==> src/rtl/uart_pkg.sv <==
// Serial line definitions: character width, default bit divider, receiver and transmitter states
`default_nettype none

package uart_pkg;

    //////////////////////////////////////////////////////////////////////
    // Character format
    //////////////////////////////////////////////////////////////////////

    // 8N1 payload width
    localparam int unsigned UART_DAT_W = 8;

    // 27 MHz crystal, 115200 baud
    localparam int unsigned UART_CLK_DIV_DEF = 234;

    //////////////////////////////////////////////////////////////////////
    // FSM states
    //////////////////////////////////////////////////////////////////////

    // Receiver
    typedef enum logic [1:0] {
        RX_IDLE,
        RX_START,
        RX_DATA,
        RX_STOP
    } rx_state_t;

    // Transmitter
    typedef enum logic [1:0] {
        TX_IDLE,
        TX_START,
        TX_DATA,
        TX_STOP
    } tx_state_t;

endpackage: uart_pkg

`default_nettype wire

==> src/rtl/cmd_pkg.sv <==
// Command protocol definitions: opcodes, reply bytes and executor states
`default_nettype none

package cmd_pkg;

    //////////////////////////////////////////////////////////////////////
    // Opcodes
    //////////////////////////////////////////////////////////////////////

    // ASCII letters, so a terminal can drive the board by hand
    typedef enum logic [7:0] {
        // 'W' plus data byte
        OP_GPIO_WR = 8'h57,
        // 'R', no argument
        OP_GPIO_RD = 8'h52,
        // 'E' plus data byte
        OP_ECHO    = 8'h45
    } cmd_op_t;

    //////////////////////////////////////////////////////////////////////
    // Reply bytes
    //////////////////////////////////////////////////////////////////////

    // 'K' after a GPIO write
    localparam logic [7:0] CMD_REPLY_ACK = 8'h4B;

    // '?' for an unknown opcode
    localparam logic [7:0] CMD_REPLY_ERR = 8'h3F;

    //////////////////////////////////////////////////////////////////////
    // Executor FSM
    //////////////////////////////////////////////////////////////////////

    typedef enum logic [1:0] {
        CMD_IDLE,
        CMD_ARG,
        CMD_REPLY
    } cmd_state_t;

endpackage: cmd_pkg

`default_nettype wire

==> src/rtl/uart_rx.sv <==
// UART 8N1 receiver module with mid-bit sampling and per-byte valid strobe
`timescale 1ns/1ps
`default_nettype none

module uart_rx #(
    // Clock cycles per bit
    parameter int unsigned CLK_DIV = uart_pkg::UART_CLK_DIV_DEF
) (
    input  logic                            clk,
    input  logic                            rst_n,
    // Serial input, asynchronous to clk
    input  logic                            rxd,
    // Received byte and its strobe
    output logic [uart_pkg::UART_DAT_W-1:0] rx_data,
    output logic                            rx_valid
);

    import uart_pkg::*;

    localparam int unsigned CNT_W = $clog2(CLK_DIV);

    // Input synchronizer, last stage kept for edge detection
    logic [2:0] rxd_sync;
    logic       rxd_s;
    logic       rxd_fall;

    rx_state_t       state_q;
    logic [CNT_W-1:0] cnt_q;
    logic [2:0]       bit_q;
    logic [UART_DAT_W-1:0] shr_q;

    assign rxd_s    = rxd_sync[1];
    assign rxd_fall = rxd_sync[2] & ~rxd_sync[1];

    // Idle line is high
    always_ff @(posedge clk) begin
        if (!rst_n) begin
            rxd_sync <= '1;
        end else begin
            rxd_sync <= {rxd_sync[1:0], rxd};
        end
    end

    //////////////////////////////////////////////////////////////////////
    // Receiver FSM
    //////////////////////////////////////////////////////////////////////

    always_ff @(posedge clk) begin
        if (!rst_n) begin
            state_q  <= RX_IDLE;
            cnt_q    <= '0;
            bit_q    <= '0;
            rx_valid <= 1'b0;
        end else begin
            rx_valid <= 1'b0;
            if (cnt_q != '0) begin
                cnt_q <= cnt_q - 1'b1;
            end
            case (state_q)
                RX_IDLE: begin
                    // Half a bit to reach the middle of the start bit
                    if (rxd_fall) begin
                        state_q <= RX_START;
                        cnt_q   <= CNT_W'(CLK_DIV/2 - 1);
                    end
                end
                RX_START: begin
                    if (cnt_q == '0) begin
                        // Glitch shorter than half a bit
                        state_q <= rxd_s ? RX_IDLE : RX_DATA;
                        cnt_q   <= CNT_W'(CLK_DIV - 1);
                        bit_q   <= '0;
                    end
                end
                RX_DATA: begin
                    if (cnt_q == '0) begin
                        cnt_q <= CNT_W'(CLK_DIV - 1);
                        bit_q <= bit_q + 1'b1;
                        if (bit_q == 3'd7) begin
                            state_q <= RX_STOP;
                        end
                    end
                end
                RX_STOP: begin
                    // Framing error drops the byte silently
                    if (cnt_q == '0) begin
                        rx_valid <= rxd_s;
                        state_q  <= RX_IDLE;
                    end
                end
                default: state_q <= RX_IDLE;
            endcase
        end
    end

    // LSB first, so shift in from the top
    always_ff @(posedge clk) begin
        if (state_q == RX_DATA && cnt_q == '0) begin
            shr_q <= {rxd_s, shr_q[UART_DAT_W-1:1]};
        end
    end

    assign rx_data = shr_q;

endmodule: uart_rx

`default_nettype wire

==> src/rtl/uart_fifo.sv <==
// Show-ahead synchronous FIFO module for received UART bytes
`timescale 1ns/1ps
`default_nettype none

module uart_fifo #(
    // Depth, power of two
    parameter int unsigned FIFO_SIZ = 16
) (
    input  logic                            clk,
    input  logic                            rst_n,
    // Write side, from the receiver
    input  logic [uart_pkg::UART_DAT_W-1:0] wr_data,
    input  logic                            wr_en,
    // Read side, head entry always presented
    output logic [uart_pkg::UART_DAT_W-1:0] rd_data,
    input  logic                            rd_en,
    output logic                            empty
);

    import uart_pkg::*;

    localparam int unsigned ADR_W = $clog2(FIFO_SIZ);

    logic [UART_DAT_W-1:0] mem [FIFO_SIZ];

    // Extra MSB tells full from empty
    logic [ADR_W:0] wr_ptr;
    logic [ADR_W:0] rd_ptr;
    logic           full;

    assign empty = (wr_ptr == rd_ptr);
    assign full  = (wr_ptr[ADR_W] != rd_ptr[ADR_W]) &&
                   (wr_ptr[ADR_W-1:0] == rd_ptr[ADR_W-1:0]);

    //////////////////////////////////////////////////////////////////////
    // Pointers
    //////////////////////////////////////////////////////////////////////

    always_ff @(posedge clk) begin
        if (!rst_n) begin
            wr_ptr <= '0;
            rd_ptr <= '0;
        end else begin
            // Overflow bytes are lost
            if (wr_en && !full) begin
                wr_ptr <= wr_ptr + 1'b1;
            end
            if (rd_en && !empty) begin
                rd_ptr <= rd_ptr + 1'b1;
            end
        end
    end

    //////////////////////////////////////////////////////////////////////
    // Storage
    //////////////////////////////////////////////////////////////////////

    always_ff @(posedge clk) begin
        if (wr_en && !full) begin
            mem[wr_ptr[ADR_W-1:0]] <= wr_data;
        end
    end

    // No read latency
    assign rd_data = mem[rd_ptr[ADR_W-1:0]];

endmodule: uart_fifo

`default_nettype wire

==> src/rtl/cmd_exec.sv <==
// Command executor module: opcode decode, GPIO access and reply generation
`timescale 1ns/1ps
`default_nettype none

module cmd_exec #(
    // GPIO width, 1 to 8
    parameter int unsigned GPIO_DAT = 6
) (
    input  logic                            clk,
    input  logic                            rst_n,
    // FIFO head
    input  logic [uart_pkg::UART_DAT_W-1:0] fifo_data,
    input  logic                            fifo_empty,
    output logic                            fifo_pop,
    // Reply to the transmitter
    output logic [uart_pkg::UART_DAT_W-1:0] tx_data,
    output logic                            tx_start,
    input  logic                            tx_busy,
    // GPIO
    output logic [GPIO_DAT-1:0]             gpio_o,
    input  logic [GPIO_DAT-1:0]             gpio_i
);

    import uart_pkg::*;
    import cmd_pkg::*;

    cmd_state_t            state_q;
    // Opcode waiting for its argument
    cmd_op_t               op_q;
    logic [UART_DAT_W-1:0] reply_q;
    logic [UART_DAT_W-1:0] gpio_ext;
    cmd_op_t               op_in;

    // Zero extension, valid for GPIO_DAT up to the full byte
    always_comb begin
        gpio_ext = '0;
        gpio_ext[GPIO_DAT-1:0] = gpio_i;
    end

    // Head byte seen as an opcode
    assign op_in = cmd_op_t'(fifo_data);

    //////////////////////////////////////////////////////////////////////
    // Handshake strobes
    //////////////////////////////////////////////////////////////////////

    // Opcode and argument are both taken straight from the head
    assign fifo_pop = (state_q inside {CMD_IDLE, CMD_ARG}) && !fifo_empty;
    // Wait for the previous reply to leave
    assign tx_start = (state_q == CMD_REPLY) && !tx_busy;
    assign tx_data  = reply_q;

    //////////////////////////////////////////////////////////////////////
    // Executor FSM
    //////////////////////////////////////////////////////////////////////

    always_ff @(posedge clk) begin
        if (!rst_n) begin
            state_q <= CMD_IDLE;
            op_q    <= OP_ECHO;
            gpio_o  <= '0;
        end else begin
            case (state_q)
                CMD_IDLE: begin
                    if (!fifo_empty) begin
                        op_q <= op_in;
                        case (op_in)
                            OP_GPIO_WR,
                            OP_ECHO:    state_q <= CMD_ARG;
                            default:    state_q <= CMD_REPLY;
                        endcase
                    end
                end
                CMD_ARG: begin
                    if (!fifo_empty) begin
                        if (op_q == OP_GPIO_WR) begin
                            gpio_o <= fifo_data[GPIO_DAT-1:0];
                        end
                        state_q <= CMD_REPLY;
                    end
                end
                CMD_REPLY: begin
                    // One reply byte per command
                    if (!tx_busy) begin
                        state_q <= CMD_IDLE;
                    end
                end
                default: state_q <= CMD_IDLE;
            endcase
        end
    end

    // Reply byte, prepared before REPLY is entered
    always_ff @(posedge clk) begin
        if (state_q == CMD_IDLE && !fifo_empty) begin
            // GPIO inputs sampled at decode
            reply_q <= (op_in == OP_GPIO_RD) ? gpio_ext : CMD_REPLY_ERR;
        end else if (state_q == CMD_ARG && !fifo_empty) begin
            reply_q <= (op_q == OP_GPIO_WR) ? CMD_REPLY_ACK : fifo_data;
        end
    end

endmodule: cmd_exec

`default_nettype wire

==> src/rtl/uart_tx.sv <==
// UART 8N1 transmitter module with start strobe and busy level
`timescale 1ns/1ps
`default_nettype none

module uart_tx #(
    // Clock cycles per bit
    parameter int unsigned CLK_DIV = uart_pkg::UART_CLK_DIV_DEF
) (
    input  logic                            clk,
    input  logic                            rst_n,
    // Byte to send, strobe only while not busy
    input  logic [uart_pkg::UART_DAT_W-1:0] tx_data,
    input  logic                            tx_start,
    output logic                            tx_busy,
    // Serial output
    output logic                            txd
);

    import uart_pkg::*;

    localparam int unsigned CNT_W = $clog2(CLK_DIV);

    tx_state_t             state_q;
    logic [CNT_W-1:0]      cnt_q;
    logic [2:0]            bit_q;
    logic [UART_DAT_W-1:0] shr_q;

    // High from the cycle after the strobe to the end of stop
    assign tx_busy = (state_q != TX_IDLE);

    //////////////////////////////////////////////////////////////////////
    // Transmitter FSM
    //////////////////////////////////////////////////////////////////////

    always_ff @(posedge clk) begin
        if (!rst_n) begin
            state_q <= TX_IDLE;
            cnt_q   <= '0;
            bit_q   <= '0;
            txd     <= 1'b1;
        end else begin
            if (cnt_q != '0) begin
                cnt_q <= cnt_q - 1'b1;
            end
            case (state_q)
                TX_IDLE: begin
                    if (tx_start) begin
                        // Start bit goes out right away
                        state_q <= TX_START;
                        cnt_q   <= CNT_W'(CLK_DIV - 1);
                        txd     <= 1'b0;
                    end
                end
                TX_START: begin
                    if (cnt_q == '0) begin
                        state_q <= TX_DATA;
                        cnt_q   <= CNT_W'(CLK_DIV - 1);
                        bit_q   <= '0;
                        txd     <= shr_q[0];
                    end
                end
                TX_DATA: begin
                    if (cnt_q == '0) begin
                        cnt_q <= CNT_W'(CLK_DIV - 1);
                        bit_q <= bit_q + 1'b1;
                        if (bit_q == 3'd7) begin
                            state_q <= TX_STOP;
                            txd     <= 1'b1;
                        end else begin
                            txd <= shr_q[1];
                        end
                    end
                end
                TX_STOP: begin
                    if (cnt_q == '0) begin
                        state_q <= TX_IDLE;
                    end
                end
                default: state_q <= TX_IDLE;
            endcase
        end
    end

    // Payload latched on the strobe, LSB leaves first
    always_ff @(posedge clk) begin
        if (state_q == TX_IDLE && tx_start) begin
            shr_q <= tx_data;
        end else if (state_q == TX_DATA && cnt_q == '0) begin
            shr_q <= shr_q >> 1;
        end
    end

endmodule: uart_tx

`default_nettype wire

==> src/rtl/degu_soc_top.sv <==
// Top level module: UART receiver, byte FIFO, command executor and UART transmitter
`timescale 1ns/1ps
`default_nettype none

module degu_soc_top #(
    // GPIO width, 1 to 8
    parameter int unsigned GPIO_DAT = 6,
    // Receive FIFO depth, power of two
    parameter int unsigned FIFO_SIZ = 16,
    // Clock cycles per serial bit, at least 4
    parameter int unsigned CLK_DIV  = uart_pkg::UART_CLK_DIV_DEF
) (
    // Board crystal
    input  logic                clk,
    input  logic                rst_n,
    // UART
    input  logic                uart_rxd,
    output logic                uart_txd,
    // GPIO
    output logic [GPIO_DAT-1:0] gpio_o,
    input  logic [GPIO_DAT-1:0] gpio_i
);

    import uart_pkg::*;

    //////////////////////////////////////////////////////////////////////
    // Local signals
    //////////////////////////////////////////////////////////////////////

    // Receiver to FIFO
    logic [UART_DAT_W-1:0] rx_data;
    logic                  rx_valid;

    // FIFO to executor
    logic [UART_DAT_W-1:0] fifo_data;
    logic                  fifo_empty;
    logic                  fifo_pop;

    // Executor to transmitter
    logic [UART_DAT_W-1:0] tx_data;
    logic                  tx_start;
    logic                  tx_busy;

    //////////////////////////////////////////////////////////////////////
    // Receive path
    //////////////////////////////////////////////////////////////////////

    uart_rx #(
        .CLK_DIV  (CLK_DIV)
    ) i_uart_rx (
        .clk      (clk),
        .rst_n    (rst_n),
        .rxd      (uart_rxd),
        .rx_data  (rx_data),
        .rx_valid (rx_valid)
    );

    // Absorbs bytes while a reply is on the line
    uart_fifo #(
        .FIFO_SIZ (FIFO_SIZ)
    ) i_uart_fifo (
        .clk      (clk),
        .rst_n    (rst_n),
        .wr_data  (rx_data),
        .wr_en    (rx_valid),
        .rd_data  (fifo_data),
        .rd_en    (fifo_pop),
        .empty    (fifo_empty)
    );

    //////////////////////////////////////////////////////////////////////
    // Command engine and transmit path
    //////////////////////////////////////////////////////////////////////

    cmd_exec #(
        .GPIO_DAT   (GPIO_DAT)
    ) i_cmd_exec (
        .clk        (clk),
        .rst_n      (rst_n),
        .fifo_data  (fifo_data),
        .fifo_empty (fifo_empty),
        .fifo_pop   (fifo_pop),
        .tx_data    (tx_data),
        .tx_start   (tx_start),
        .tx_busy    (tx_busy),
        .gpio_o     (gpio_o),
        .gpio_i     (gpio_i)
    );

    uart_tx #(
        .CLK_DIV  (CLK_DIV)
    ) i_uart_tx (
        .clk      (clk),
        .rst_n    (rst_n),
        .tx_data  (tx_data),
        .tx_start (tx_start),
        .tx_busy  (tx_busy),
        .txd      (uart_txd)
    );

endmodule: degu_soc_top

`default_nettype wire

==> config.mk <==
export PLATFORM = sky130hd
export DESIGN_NAME = degu_soc_top
export DESIGN_NICKNAME = d
export VERILOG_FILES = /design/src/rtl/uart_pkg.sv /design/src/rtl/cmd_pkg.sv /design/src/rtl/uart_rx.sv /design/src/rtl/uart_fifo.sv /design/src/rtl/cmd_exec.sv /design/src/rtl/uart_tx.sv /design/src/rtl/degu_soc_top.sv
export SDC_FILE = /design/constraint.sdc
export NUM_CORES = 1
export LEC_CHECK = 0
export BUFFER_PORTS_ARGS = -buffer_cell sky130_fd_sc_hd__buf_2
export CAP_MARGIN = 5
export CELL_PAD_IN_SITES_DETAIL_PLACEMENT = 0
export CELL_PAD_IN_SITES_GLOBAL_PLACEMENT = 1
export CORE_MARGIN = 5
export CORE_UTILIZATION = 47
export CTS_CLUSTER_DIAMETER = 80
export CTS_CLUSTER_SIZE = 20
export DETAILED_ROUTE_END_ITERATION = 10
export PLACE_DENSITY = 0.82
export SYNTH_ARGS = -nofsm -noshare
export SYNTH_HDL_FRONTEND = slang
export SYNTH_SLANG_ARGS = --single-unit
==> constraint.sdc <==
create_clock -name clk -period 2.35 [get_ports clk]
set_input_delay 0.235 -clock clk [delete_from_list [all_inputs] [get_ports clk]]
set_output_delay 0.235 -clock clk [all_outputs]
set_load 0.02 [all_outputs]
==> metrics.cfg <==
[power_and_ir_drop]
p_per_area_nw_per_um2 = 887
p_leak_uw = 0.00350
vdd_drop_max_uv = 417

[detailed_routing]
vias_per_cell = 5.60
drt_first_pass_iters = 6
num_vias = 5167
ant_nets = 0
route.detailed.drc = 0
drt-total-wl_mm = 17.2
drt_iter0_drc = 269
wire_per_inst_um = 18.7

[clocking]
clock_sinks = 213
clk_pin_slew_ns = 0.08
cts_tree = yes
cts_root_buf = clkbuf_16
cts_buffer_depth = 3
htree_levels = 1
cts_buffers = 14
clk_latency_ns = 0.48

[synth]
ys_top_cells_by_count = edfxtp_1 (152), dfxtp_1 (61), nor2_1 (59), nand2_1 (47), mux4_2 (32)
synth_edf_count = 152
syn-instance-count = 619
post-synth-top-count-cell = edfxtp_1
synth.cell_area_um2 = 8890
synth_fp_nets = 652
ys_seq_area_frac = 0.651
ys_warn_count = 0
synthArstFlopShare = 0
ys_types = 57
synth_top_area_frac = 0.513
ys_top_cells_by_area = edfxtp_1 (51%), dfxtp_1 (14%), mux4_2 (8.1%)
synth_ff_type = edfxtp_1
ys_seq_elements = 213
syn_area_per_cell_um2 = 14.4
synth_top_cell_by_area = edfxtp_1

[global_route]
grt_pass1_vias = 5263
grt_pass1_wl_mm = 28.2
grt_overflow = 0
grt_max_degree = 33
antenna_found_initial = 0
grt_usage = 0.162

[timing]
worstMarginPinSlew_ns = 0.720
fin_skew_ns = 0.0229
slew_headroom = 0.519
setup_viol = 4
finalCritPeriodShare = 1.01
worst_slack_ns = -0.0133
fmax_mhz = 423
drv_slew = 0
final_hold_viol_count = 0
fin_crit_ns = 2.36
setup_tns_ns = -0.0295
rsz0062_at_grt = yes

[floorplan]
placementRows = 50
ios = 16
die_w_um = 148
initial_core_util = 0.477
core_area_um2 = 18600
dieArea_um2 = 21800
die_h_um = 148

[outcome]
violations = setup timing
status = finished, violations left

[final_layout]
final_cells = 922
n_fill_cell = 1485
fin_nets = 713
final_layout_size_suffix_gt1_frac = 0.214
area_growth_pct = 13.3
diodes = 0

[setup_path]
end_kind = register
cp.required_ns = 2.57
critPathMaxFanout = 9
worst-path-buf-inv = 2
critPathArrivalTime_ns = 2.59
crit_chain = buf_12 -> buf_4 -> mux4_2 -> a22o_1 -> nor2_1 -> and4_1 -> nand2_2 -> o31a_1
crit_path_max_incr_delay_ns = 0.48
crit_family = compound AO/OA/AOI/OAI gates
cpMaxStageDelayCell = mux4_2
crit_path_start_kind = register
path_class = register to register

[placed_design]
portBuffers = 15
dpl.hpwl_mm = 11.6
dpl.cell_count = 884
gp_congestion = 0.800

[job]
cap_violations = 0

[worst_hold_path]
worstHoldPathType = primary input to register

-- cell usage in the layout (no fill, tap or decap), drive strengths merged, types with 22 or more instances in the layout --
| cell type | n |
|---|---|
| a21oi | 24 |
| clkbuf | 22 |
| dfxtp | 61 |
| ha | 24 |
| mux4 | 32 |
| nor2 | 59 |
| edfxtp | 152 |
| nand2 | 49 |
| buf | 71 |
-- flip-flops by register name, indices dropped and copies added, names as in the netlist, 6 cells and up, named ones only --
name and count:
i_uart_rx.cnt_q 8, i_cmd_exec.op_q 8, i_cmd_exec.gpio_o 6, i_uart_fifo.mem 128
i_uart_tx.cnt_q 8, i_cmd_exec.tx_data 8, i_uart_tx.shr_q 8, i_uart_rx.rx_data 8
-- power breakdown --
group	internal, uW	switching (uW)	total (uW)	leakage, uW
registers	4220	187	4410	0.00186
clock network	1140	1170	2310	0.000193
logic	1100	1110	2210	0.00144
total	6460	2470	8930	0.00350
-- path summary, 6_finish.rpt --
path / from / to / slack (ns) / depth (start not counted)
worst min register to register: i_uart_rx.rxd_sync[0] / i_uart_rx.rxd_sync[1] / 0.43 / 1
worst max-delay path: register / i_cmd_exec.tx_data[0] / -0.01 / 8
worst min-delay path: gpio_i[2] / i_cmd_exec.tx_data[2] / 0.06 / 2
worst max register to register: register / i_cmd_exec.tx_data[0] / -0.01 / 8
-- repair_timing --
item / in CTS / in global routing
hold buffers: 1 / 0
buffers inserted: 10 / 3
gates cloned: 0 / 0
resized for setup: 6 / 3
hold endpoints to repair: 1 / 0
endpoints found under the setup margin: 6 / 10
pin swaps: 5 / 1
-- routing by layer --
metal | routed length [um] | vias up | GRT usage | share of wire
met5 | 0 | - | 0 | 0
met4 | 231 | 0 | 0.0322 | 0.013
met3 | 1020 | 20 | 0.0227 | 0.059
met2 | 8760 | 157 | 0.284 | 0.51
met1 | 7240 | 2548 | 0.217 | 0.42
li1 | - | 2442 | - | -
-- per-stage QoR --
step	hold slack [ns]	cell area, um2	power (uW)	utilization	setup WS, ns
3_5_place_dp	0.404	9490	6530	0.509	-0.0756
2_1_floorplan	0.308	8890	6040	-	0.0224
6_report	0.0586	10100	8930	0.540	-0.0133
4_1_cts	0.0503	10000	8960	0.538	-0.00346
3_3_place_gp	0.407	9490	6420	0.509	-0.0352
5_1_grt	0.0621	10100	9430	0.540	-0.137
-- worst register-to-register path, cell delays in order, from the launching register on --
cell     delay [ns]
dfxtp_4        0.39
buf_12         0.15
buf_4          0.12
mux4_2         0.48
a22o_1         0.28
nor2_1         0.13
and4_1         0.21
nand2_2        0.10
o31a_1         0.25
-- final cells by class --
class	instances	area (um2)	share of cell area
Multi-Input combinational cell	363	2940	0.292
Inverter	16	60.1	0.00596
Sequential cell	213	5790	0.575
Clock inverter	2	25.0	0.00248
Tap cell	234	293	0.0291
Clock buffer	22	380	0.0378
Timing Repair Buffer	72	581	0.0576
-- kinds of logic after synthesis --
family                     count (synthesis)  share of synthesized area
AOI/OAI and AO/OA                         94                     0.0737
xor gates and xnor gates                  25                     0.0246
adders and majority gates                 24                     0.0338
buffers and inverters                     43                     0.0221
DFF                                      213                      0.651
muxes                                     47                     0.0990
and+or+nand+nor                          173                     0.0962
Power figures use the tool's default switching activity.
